===== config.mk =====
export PLATFORM = sky130hd
export DESIGN_NAME = datapathTop
export DESIGN_NICKNAME = d
export VERILOG_FILES = /design/src/logic/datapathPkg.sv /design/src/logic/aluPath.sv /design/src/logic/controlSequencer.sv /design/src/logic/datapathTop.sv /design/src/logic/registerFile.sv /design/src/logic/selectEncode.sv
export VERILOG_INCLUDE_DIRS = /design/src /design/src/logic
export SDC_FILE = /design/constraint.sdc
export NUM_CORES = 1
export LEC_CHECK = 0
export BUFFER_PORTS_ARGS = -buffer_cell sky130_fd_sc_hd__clkbuf_2
export CORE_ASPECT_RATIO = 1.4
export CORE_UTILIZATION = 30
export DETAILED_ROUTE_END_ITERATION = 16
export GPL_ROUTABILITY_DRIVEN = 0
export RECOVER_POWER = 100
export SLEW_MARGIN = 20
export SYNTH_ARGS = -nofsm -noshare
export SYNTH_HDL_FRONTEND = slang
export SYNTH_SLANG_ARGS = --single-unit

===== constraint.sdc =====
create_clock -name clk -period 8.72 [get_ports clk]
set_input_delay 0 -clock clk [delete_from_list [all_inputs] [get_ports clk]]
set_output_delay 0 -clock clk [all_outputs]
set_load 0.03 [all_outputs]

===== src/logic/datapath_consts.svh =====
`ifndef DATAPATH_CONSTS_SVH
`define DATAPATH_CONSTS_SVH

`define WORD_WIDTH  32
`define NUM_REGS    16
`define CONST_WIDTH 19

// Instruction word fields
`define OPCODE_MSB 31
`define OPCODE_LSB 27
`define RA_MSB     26
`define RA_LSB     23
`define RB_MSB     22
`define RB_LSB     19
`define RC_MSB     18
`define RC_LSB     15

// Opcode values
`define OP_LA   5'd5
`define OP_ADD  5'd12
`define OP_ADDI 5'd13
`define OP_SUB  5'd14
`define OP_AND  5'd20
`define OP_ANDI 5'd21
`define OP_OR   5'd22
`define OP_ORI  5'd23

`endif


===== src/logic/datapathPkg.sv =====
`include "datapath_consts.svh"

package datapathPkg;

    typedef logic [`WORD_WIDTH-1:0] wordT;
    typedef logic [$clog2(`NUM_REGS)-1:0] regIdxT;
    typedef logic [`NUM_REGS-1:0] regMaskT;
    typedef logic [`OPCODE_MSB-`OPCODE_LSB:0] opcodeT;

    typedef enum logic [1:0]
    {
        aluAdd,
        aluSub,
        aluAnd,
        aluOr
    } aluOpT;

    // Three register-transfer steps after the idle state
    typedef enum logic [1:0]
    {
        stIdle,
        stOperandA,
        stOperandB,
        stWrite
    } seqStateT;

endpackage


===== src/logic/aluPath.sv =====
`timescale 1ns/10ps
`include "datapath_consts.svh"

module aluPath
    import datapathPkg::*;
(
    input  logic  clk,
    input  logic  rstN,
    input  wordT  regBusData,
    input  wordT  cSignExt,
    input  logic  yIn,
    input  logic  zIn,
    input  logic  cOut,
    input  logic  zOut,
    input  aluOpT aluOp,
    output wordT  busData
);

    wordT yReg;
    wordT zReg;
    wordT aluResult;

    // Shared bus source select
    always_comb
    begin
        if (zOut)
        begin
            busData = zReg;
        end
        else if (cOut)
        begin
            busData = cSignExt;
        end
        else
        begin
            busData = regBusData;
        end
    end

    // Y is the left operand, the bus the right
    always_comb
    begin
        case (aluOp)
            aluAdd:  aluResult = yReg + busData;
            aluSub:  aluResult = yReg - busData;
            aluAnd:  aluResult = yReg & busData;
            aluOr:   aluResult = yReg | busData;
            default: aluResult = yReg + busData;
        endcase
    end

    always_ff @(posedge clk or negedge rstN)
    begin
        if (!rstN)
        begin
            yReg <= '0;
            zReg <= '0;
        end
        else
        begin
            if (yIn)
            begin
                yReg <= busData;
            end
            if (zIn)
            begin
                zReg <= aluResult;
            end
        end
    end

    // Only one non-register source may own the bus
    assert property (@(posedge clk) disable iff (!rstN) !(cOut && zOut))
    else $error("constant and Z driven onto the bus together");

endmodule


===== src/logic/controlSequencer.sv =====
`timescale 1ns/10ps
`include "datapath_consts.svh"

module controlSequencer
    import datapathPkg::*;
(
    input  logic  clk,
    input  logic  rstN,
    input  logic  instrValid,
    input  wordT  instrWord,
    output wordT  irWord,
    output logic  busy,
    output logic  gra,
    output logic  grb,
    output logic  grc,
    output logic  rIn,
    output logic  rOut,
    output logic  baOut,
    output logic  yIn,
    output logic  zIn,
    output logic  cOut,
    output logic  zOut,
    output aluOpT aluOp,
    output logic  wbValid
);

    seqStateT state;
    seqStateT stateNext;
    opcodeT   opcode;
    logic     useImm;
    logic     useBase;
    logic     accept;

    assign accept = instrValid && (state == stIdle);
    assign opcode = irWord[`OPCODE_MSB:`OPCODE_LSB];

    always_ff @(posedge clk or negedge rstN)
    begin
        if (!rstN)
        begin
            irWord <= '0;
        end
        else if (accept)
        begin
            irWord <= instrWord;
        end
    end

    // Opcode decode
    always_comb
    begin
        aluOp   = aluAdd;
        useImm  = 1'b0;
        useBase = 1'b0;
        case (opcode)
            `OP_ADD:  aluOp = aluAdd;
            `OP_SUB:  aluOp = aluSub;
            `OP_AND:  aluOp = aluAnd;
            `OP_OR:   aluOp = aluOr;
            `OP_ADDI,
            `OP_LA:
            begin
                aluOp   = aluAdd;
                useImm  = 1'b1;
                useBase = 1'b1;
            end
            `OP_ANDI:
            begin
                aluOp   = aluAnd;
                useImm  = 1'b1;
                useBase = 1'b1;
            end
            `OP_ORI:
            begin
                aluOp   = aluOr;
                useImm  = 1'b1;
                useBase = 1'b1;
            end
            // Unknown opcodes run as a three-register add
            default:  aluOp = aluAdd;
        endcase
    end

    always_comb
    begin
        stateNext = state;
        case (state)
            stIdle:     stateNext = accept ? stOperandA : stIdle;
            stOperandA: stateNext = stOperandB;
            stOperandB: stateNext = stWrite;
            stWrite:    stateNext = stIdle;
            default:    stateNext = stIdle;
        endcase
    end

    always_ff @(posedge clk or negedge rstN)
    begin
        if (!rstN)
        begin
            state <= stIdle;
        end
        else
        begin
            state <= stateNext;
        end
    end

    // All transfer controls come from one block so they switch together
    always_comb
    begin
        gra     = 1'b0;
        grb     = 1'b0;
        grc     = 1'b0;
        rIn     = 1'b0;
        rOut    = 1'b0;
        baOut   = 1'b0;
        yIn     = 1'b0;
        zIn     = 1'b0;
        cOut    = 1'b0;
        zOut    = 1'b0;
        wbValid = 1'b0;
        busy    = (state != stIdle);
        case (state)
            stOperandA:
            begin
                grb   = 1'b1;
                baOut = useBase;
                rOut  = !useBase;
                yIn   = 1'b1;
            end
            stOperandB:
            begin
                grc  = !useImm;
                rOut = !useImm;
                cOut = useImm;
                zIn  = 1'b1;
            end
            stWrite:
            begin
                zOut    = 1'b1;
                gra     = 1'b1;
                rIn     = 1'b1;
                wbValid = 1'b1;
            end
            default:
            begin
                busy = 1'b0;
            end
        endcase
    end

    // No back-pressure, so a strobe during execution is lost
    assert property (@(posedge clk) disable iff (!rstN) instrValid |-> !busy)
    else $warning("instruction strobe dropped while busy");

endmodule


===== src/logic/datapathTop.sv =====
`timescale 1ns/10ps
`include "datapath_consts.svh"

module datapathTop
    import datapathPkg::*;
(
    input  logic   clk,
    input  logic   rstN,
    input  logic   instrValid,
    input  wordT   instrWord,
    output logic   busy,
    output logic   wbValid,
    output regIdxT wbReg,
    output wordT   wbData
);

    wordT    irWord;
    wordT    cSignExt;
    wordT    regBusData;
    wordT    busData;
    regMaskT regLoad;
    regMaskT regDrive;
    aluOpT   aluOp;
    logic    gra;
    logic    grb;
    logic    grc;
    logic    rIn;
    logic    rOut;
    logic    baOut;
    logic    yIn;
    logic    zIn;
    logic    cOut;
    logic    zOut;

    controlSequencer sequencer (
        .clk        (clk),
        .rstN       (rstN),
        .instrValid (instrValid),
        .instrWord  (instrWord),
        .irWord     (irWord),
        .busy       (busy),
        .gra        (gra),
        .grb        (grb),
        .grc        (grc),
        .rIn        (rIn),
        .rOut       (rOut),
        .baOut      (baOut),
        .yIn        (yIn),
        .zIn        (zIn),
        .cOut       (cOut),
        .zOut       (zOut),
        .aluOp      (aluOp),
        .wbValid    (wbValid)
    );

    selectEncode selEnc (
        .irWord   (irWord),
        .gra      (gra),
        .grb      (grb),
        .grc      (grc),
        .rIn      (rIn),
        .rOut     (rOut),
        .baOut    (baOut),
        .regLoad  (regLoad),
        .regDrive (regDrive),
        .cSignExt (cSignExt)
    );

    registerFile regFile (
        .clk        (clk),
        .rstN       (rstN),
        .regLoad    (regLoad),
        .regDrive   (regDrive),
        .baOut      (baOut),
        .busData    (busData),
        .regBusData (regBusData)
    );

    aluPath alu (
        .clk        (clk),
        .rstN       (rstN),
        .regBusData (regBusData),
        .cSignExt   (cSignExt),
        .yIn        (yIn),
        .zIn        (zIn),
        .cOut       (cOut),
        .zOut       (zOut),
        .aluOp      (aluOp),
        .busData    (busData)
    );

    // Write-back report, bus holds Z during the write step
    assign wbReg  = irWord[`RA_MSB:`RA_LSB];
    assign wbData = busData;

endmodule


===== src/logic/registerFile.sv =====
`timescale 1ns/10ps
`include "datapath_consts.svh"

module registerFile
    import datapathPkg::*;
(
    input  logic    clk,
    input  logic    rstN,
    input  regMaskT regLoad,
    input  regMaskT regDrive,
    input  logic    baOut,
    input  wordT    busData,
    output wordT    regBusData
);

    wordT regs [`NUM_REGS];

    always_ff @(posedge clk or negedge rstN)
    begin
        if (!rstN)
        begin
            for (int i = 0; i < `NUM_REGS; i++)
            begin
                regs[i] <= '0;
            end
        end
        else
        begin
            for (int i = 0; i < `NUM_REGS; i++)
            begin
                if (regLoad[i])
                begin
                    regs[i] <= busData;
                end
            end
        end
    end

    always_comb
    begin
        regBusData = '0;
        for (int i = 0; i < `NUM_REGS; i++)
        begin
            if (regDrive[i])
            begin
                regBusData = regBusData | regs[i];
            end
        end
        // r0 as a base address reads as zero
        if (baOut && regDrive[0])
        begin
            regBusData = '0;
        end
    end

    assert property (@(posedge clk) disable iff (!rstN) $onehot0(regLoad))
    else $error("register load vector not one-hot");

    assert property (@(posedge clk) disable iff (!rstN) $onehot0(regDrive))
    else $error("register drive vector not one-hot");

endmodule


===== src/logic/selectEncode.sv =====
`timescale 1ns/10ps
`include "datapath_consts.svh"

module selectEncode
    import datapathPkg::*;
(
    input  wordT    irWord,
    input  logic    gra,
    input  logic    grb,
    input  logic    grc,
    input  logic    rIn,
    input  logic    rOut,
    input  logic    baOut,
    output regMaskT regLoad,
    output regMaskT regDrive,
    output wordT    cSignExt
);

    regIdxT  fieldRa;
    regIdxT  fieldRb;
    regIdxT  fieldRc;
    regIdxT  selIdx;
    regMaskT selOneHot;
    logic    driveEn;

    assign fieldRa = irWord[`RA_MSB:`RA_LSB];
    assign fieldRb = irWord[`RB_MSB:`RB_LSB];
    assign fieldRc = irWord[`RC_MSB:`RC_LSB];

    // Only one field is gated through at a time
    assign selIdx = (fieldRa & {$bits(regIdxT){gra}})
                  | (fieldRb & {$bits(regIdxT){grb}})
                  | (fieldRc & {$bits(regIdxT){grc}});

    always_comb
    begin
        selOneHot = '0;
        for (int i = 0; i < `NUM_REGS; i++)
        begin
            if (selIdx == regIdxT'(i))
            begin
                selOneHot[i] = 1'b1;
            end
        end
    end

    assign driveEn  = rOut | baOut;
    assign regLoad  = selOneHot & {`NUM_REGS{rIn}};
    assign regDrive = selOneHot & {`NUM_REGS{driveEn}};

    // Bit 18 of c2 fills the upper word
    assign cSignExt = {{(`WORD_WIDTH-`CONST_WIDTH){irWord[`CONST_WIDTH-1]}},
                       irWord[`CONST_WIDTH-1:0]};

    // Sequencer must never raise two field selects in the same step
    always_comb
    begin
        assert ($onehot0({gra, grb, grc}))
        else $error("more than one register field selected");
    end

endmodule


==> metrics.md <==
| Metric | Value |
|---|---|
| Status | `complete, but fails checks` |
| Failing checks | `DRC, capacitance limit, slew limit` |
| Critical path peak fanout | `12` |
| # nets final | `3,527` |
| Share of layout cells above drive strength 1 | `10.00%` |
| Worst-margin pin slew | `3972 ps` |
| Area Overhead vs Synth | `14.08%` |
| Row count | `138` |
| Worst path required time | `9300 ps` |
| Post-synth top flop | `dfrtp_1` |
| Period utilization | `94.61%` |
| Clock slew at reported path FFs | `70 ps` |
| Syn nets | `3,509` |
| Post-synthesis register bit count | `610` |
| Port buffer count | `72` |
| Core area | `100,800 um2` |
| Initial core utilization | `30.24%` |
| Post-synth EDFFs | `0` |
| CTS tree | `built` |
| Unrepaired setup endpoints after global routing | `no` |
| Hold Vio Cnt, Final | `0` |
| DP HPWL | `80,850 um` |
| Root buffer cell | `clkbuf_16` |
| DRC | `2` |
| Crit Path Class | `flip-flop to flip-flop` |
| Mapped Area | `30,490 um2` |
| IO Pins | `73` |
| Post-route setup slack | `470.2 ps` |
| Avg Vias per Cell | `5.645` |
| Final setup viols | `0` |
| Initial antenna violation count | `2` |
| Die Y | `379.2 um` |
| Post-route ant nets | `0` |
| Dpl ws | `1034 ps` |
| Max-Cap Viols | `17` |
| Max clock buf depth | `3` |
| Routed WL | `121,800 um` |
| Num CTS Buffers | `57` |
| Vias | `27,270` |
| DIE AREA | `102,900 um2` |
| Wire length per cell | `25.21 um` |
| Final non-filler cell area | `34,780 um2` |
| Synth warn | `0` |
| Cell count after synthesis | `3,435` |
| Area post-placement | `32,780 um2` |
| Pre-Repair DR Iteration Count | `12` |
| Largest net degree at the start of global routing | `158` |
| Register area share after synthesis | `50.07%` |
| CP Launch Type | `flip-flop` |
| GRT Total Usage | `23.48%` |
| Worst Hold Class | `input pin to flip-flop` |
| Vias in the first global route | `26,380` |
| Skew-Pair Late Insertion Delay | `690 ps` |
| Setup Buffers After CTS | `0` |
| Final min period | `8250 ps` |
| Finished Core Util | `34.49%` |
| Unique masters post-synth | `93` |
| GRT overflow | `0` |
| Die Wd | `271.4 um` |
| Slew Viols, Final | `995` |
| Fmax | `121.2 MHz` |
| Syn avg cell area | `8.876 um2` |
| Total negative slack | `0 ps` |
| Final Skew | `43.33 ps` |
| H-tree levels | `2` |
| Slew margin rel. | `-164.8%` |
| Worst setup EP type | `flip-flop` |
| Data arrival, critical path | `8830 ps` |
| Initial DRC Count | `3,466` |
| Clock Sinks | `610` |
| First-pass GRT wire length | `180,400 um` |
| Ys async rst share | `100.0%` |
==> logic make-up after synthesis <==
group           after synthesis  synth area share, %
compound gates              916                20.56
simple gates               1393                18.61
xor+xnor                     55                1.580
fa+ha+maj                    59                2.282
buf+inv                     333                4.350
flops                       610                50.07
mux                          69                2.553
==> metal layers <==
layer  GRT usage, %  share of wire [%]
met5              0              0.011
met4          16.37                8.3
met3          4.264                8.8
met2          37.64                 46
met1          28.53                 37
==> registers in the layout, summed over array words and instances (netlist names) <==
| signal | flops |
|---|---|
| alu.yReg | 32 |
| alu.zReg | 32 |
| regFile.regs | 512 |
| sequencer.irWord | 32 |
| sequencer.state | 2 |
==> worst paths after layout <==
path | start | end | slack, ps | cells past startpoint
max in group asynchronous | rstN | regFile.regs[120] | 2470 | 4
worst min-delay path | instrWord[21] | sequencer.irWord[21] | 100 | 3
worst max register to register | sequencer.irWord[31] | alu.zReg[31] | 470 | 23
worst max-delay path | sequencer.irWord[31] | alu.zReg[31] | 470 | 23
min in group asynchronous | rstN | alu.yReg[22] | 1290 | 3
worst min register to register | regFile.regs[280] | regFile.regs[280] | 470 | 2
==> critical path, stage by stage (launching register included) <==
cell	delay [ps]
dfrtp_1	450
mux2i_2	700
clkbuf_1	370
o211ai_1	280
o221ai_2	630
buf_4	400
a21oi_1	70
a2111oi_0	1030
clkbuf_1	230
a31oi_1	140
a221oi_1	280
nor4b_1	760
and4bb_2	460
nor2_1	70
xnor2_1	130
ha_1	370
nand2_1	90
o31ai_1	270
a211oi_1	120
o31ai_1	470
xor2_1	230
nand4_1	100
mux2_1	320
a31oi_1	160
==> per-stage QoR <==
| step | hold slack, ps | std cells |
|---|---|---|
| finish | 102.7 | 4831 |
| detailed placement | 78.69 | 4689 |
| floorplan | -295.6 | 3435 |
| CTS | 93.24 | 4830 |
| global placement | 59.08 | 4689 |
| global route | 117.9 | 4830 |
==> area by class of cell <==
cell class              count  area (um2)
flip-flops and latches    610       15260
fillers                 10390       66050
multi-input cells        2492       14040
clock buffers              82        1660
well taps                1330        1664
repair buffers            240        1575
inverters                  52       195.2
diodes                      1       2.502
clock inverters            24       379.1
==> synthesized netlist by cell type (5+ instances only) <==
cell type  number  area [um2]
nand2_1      1118        4197
dfrtp_1       610       15260
o21ai_0       324        1622
clkbuf_1      203       762.0
a21oi_1        96       480.5
nor2_1         96       360.4
a22oi_1        80       600.6
mux2_2         66       743.2
nand3_1        52       260.3
inv_1          50       187.7
a22o_1         49       429.2
buf_2          46       230.2
ha_1           38       475.5
o2111ai_1      37       324.1
xnor2_1        36       315.3
a222oi_1       35       350.3
a211oi_1       34       255.2
and3_1         28       175.2
buf_1          27       101.4
o211ai_1       26       195.2
a221oi_1       25       219.0
a21o_1         22       165.2
a31oi_1        22       137.6
maj3_1         20       200.2
nand4_1        20       125.1
o22ai_1        19       118.9
xor2_1         19       166.4
and2_1         14       87.58
nor3_1         14       70.07
o21a_1         14       105.1
o22a_1         13       113.9
a2111oi_0      12       105.1
a221o_1         8       80.08
nand2b_1        8       50.05
nor4_1          8       50.05
a31o_2          7       61.31
a32o_1          7       70.07
o31ai_1         7       52.55
a41oi_1         6       52.55
and4_1          6       52.55
o221a_2         6       67.56
or3_1           6       37.54
buf_4           5       37.54
o21bai_1        5       37.54
==> placed cells by master (no fill, tap or decap), types with 20 or more instances in the layout <==
| master | count |
|---|---|
| o21ai_0 | 324 |
| a22o_1 | 49 |
| nand2_1 | 1118 |
| nand3_1 | 45 |
| clkbuf_16 | 57 |
| a31oi_1 | 22 |
| mux2_2 | 65 |
| a221oi_1 | 24 |
| buf_4 | 91 |
| ha_1 | 35 |
| and3_1 | 28 |
| o211ai_1 | 27 |
| a21oi_1 | 96 |
| a21o_1 | 22 |
| dlygate4sd3_1 | 34 |
| clkbuf_2 | 38 |
| maj3_1 | 20 |
| nor2_1 | 94 |
| clkbuf_1 | 83 |
| o2111ai_1 | 37 |
| xnor2_1 | 36 |
| a211oi_1 | 31 |
| a222oi_1 | 35 |
| inv_1 | 51 |
| nand4_1 | 20 |
| a22oi_1 | 79 |
| dfrtp_1 | 610 |
==> what timing repair did <==
action	CTS	global route
hold endpoints to repair	118	0
gates resized for setup	0	0
hold buffers	35	0
Power is not shown: default switching activity piles up to over one toggle a cycle in this logic, so the estimate is an artifact.
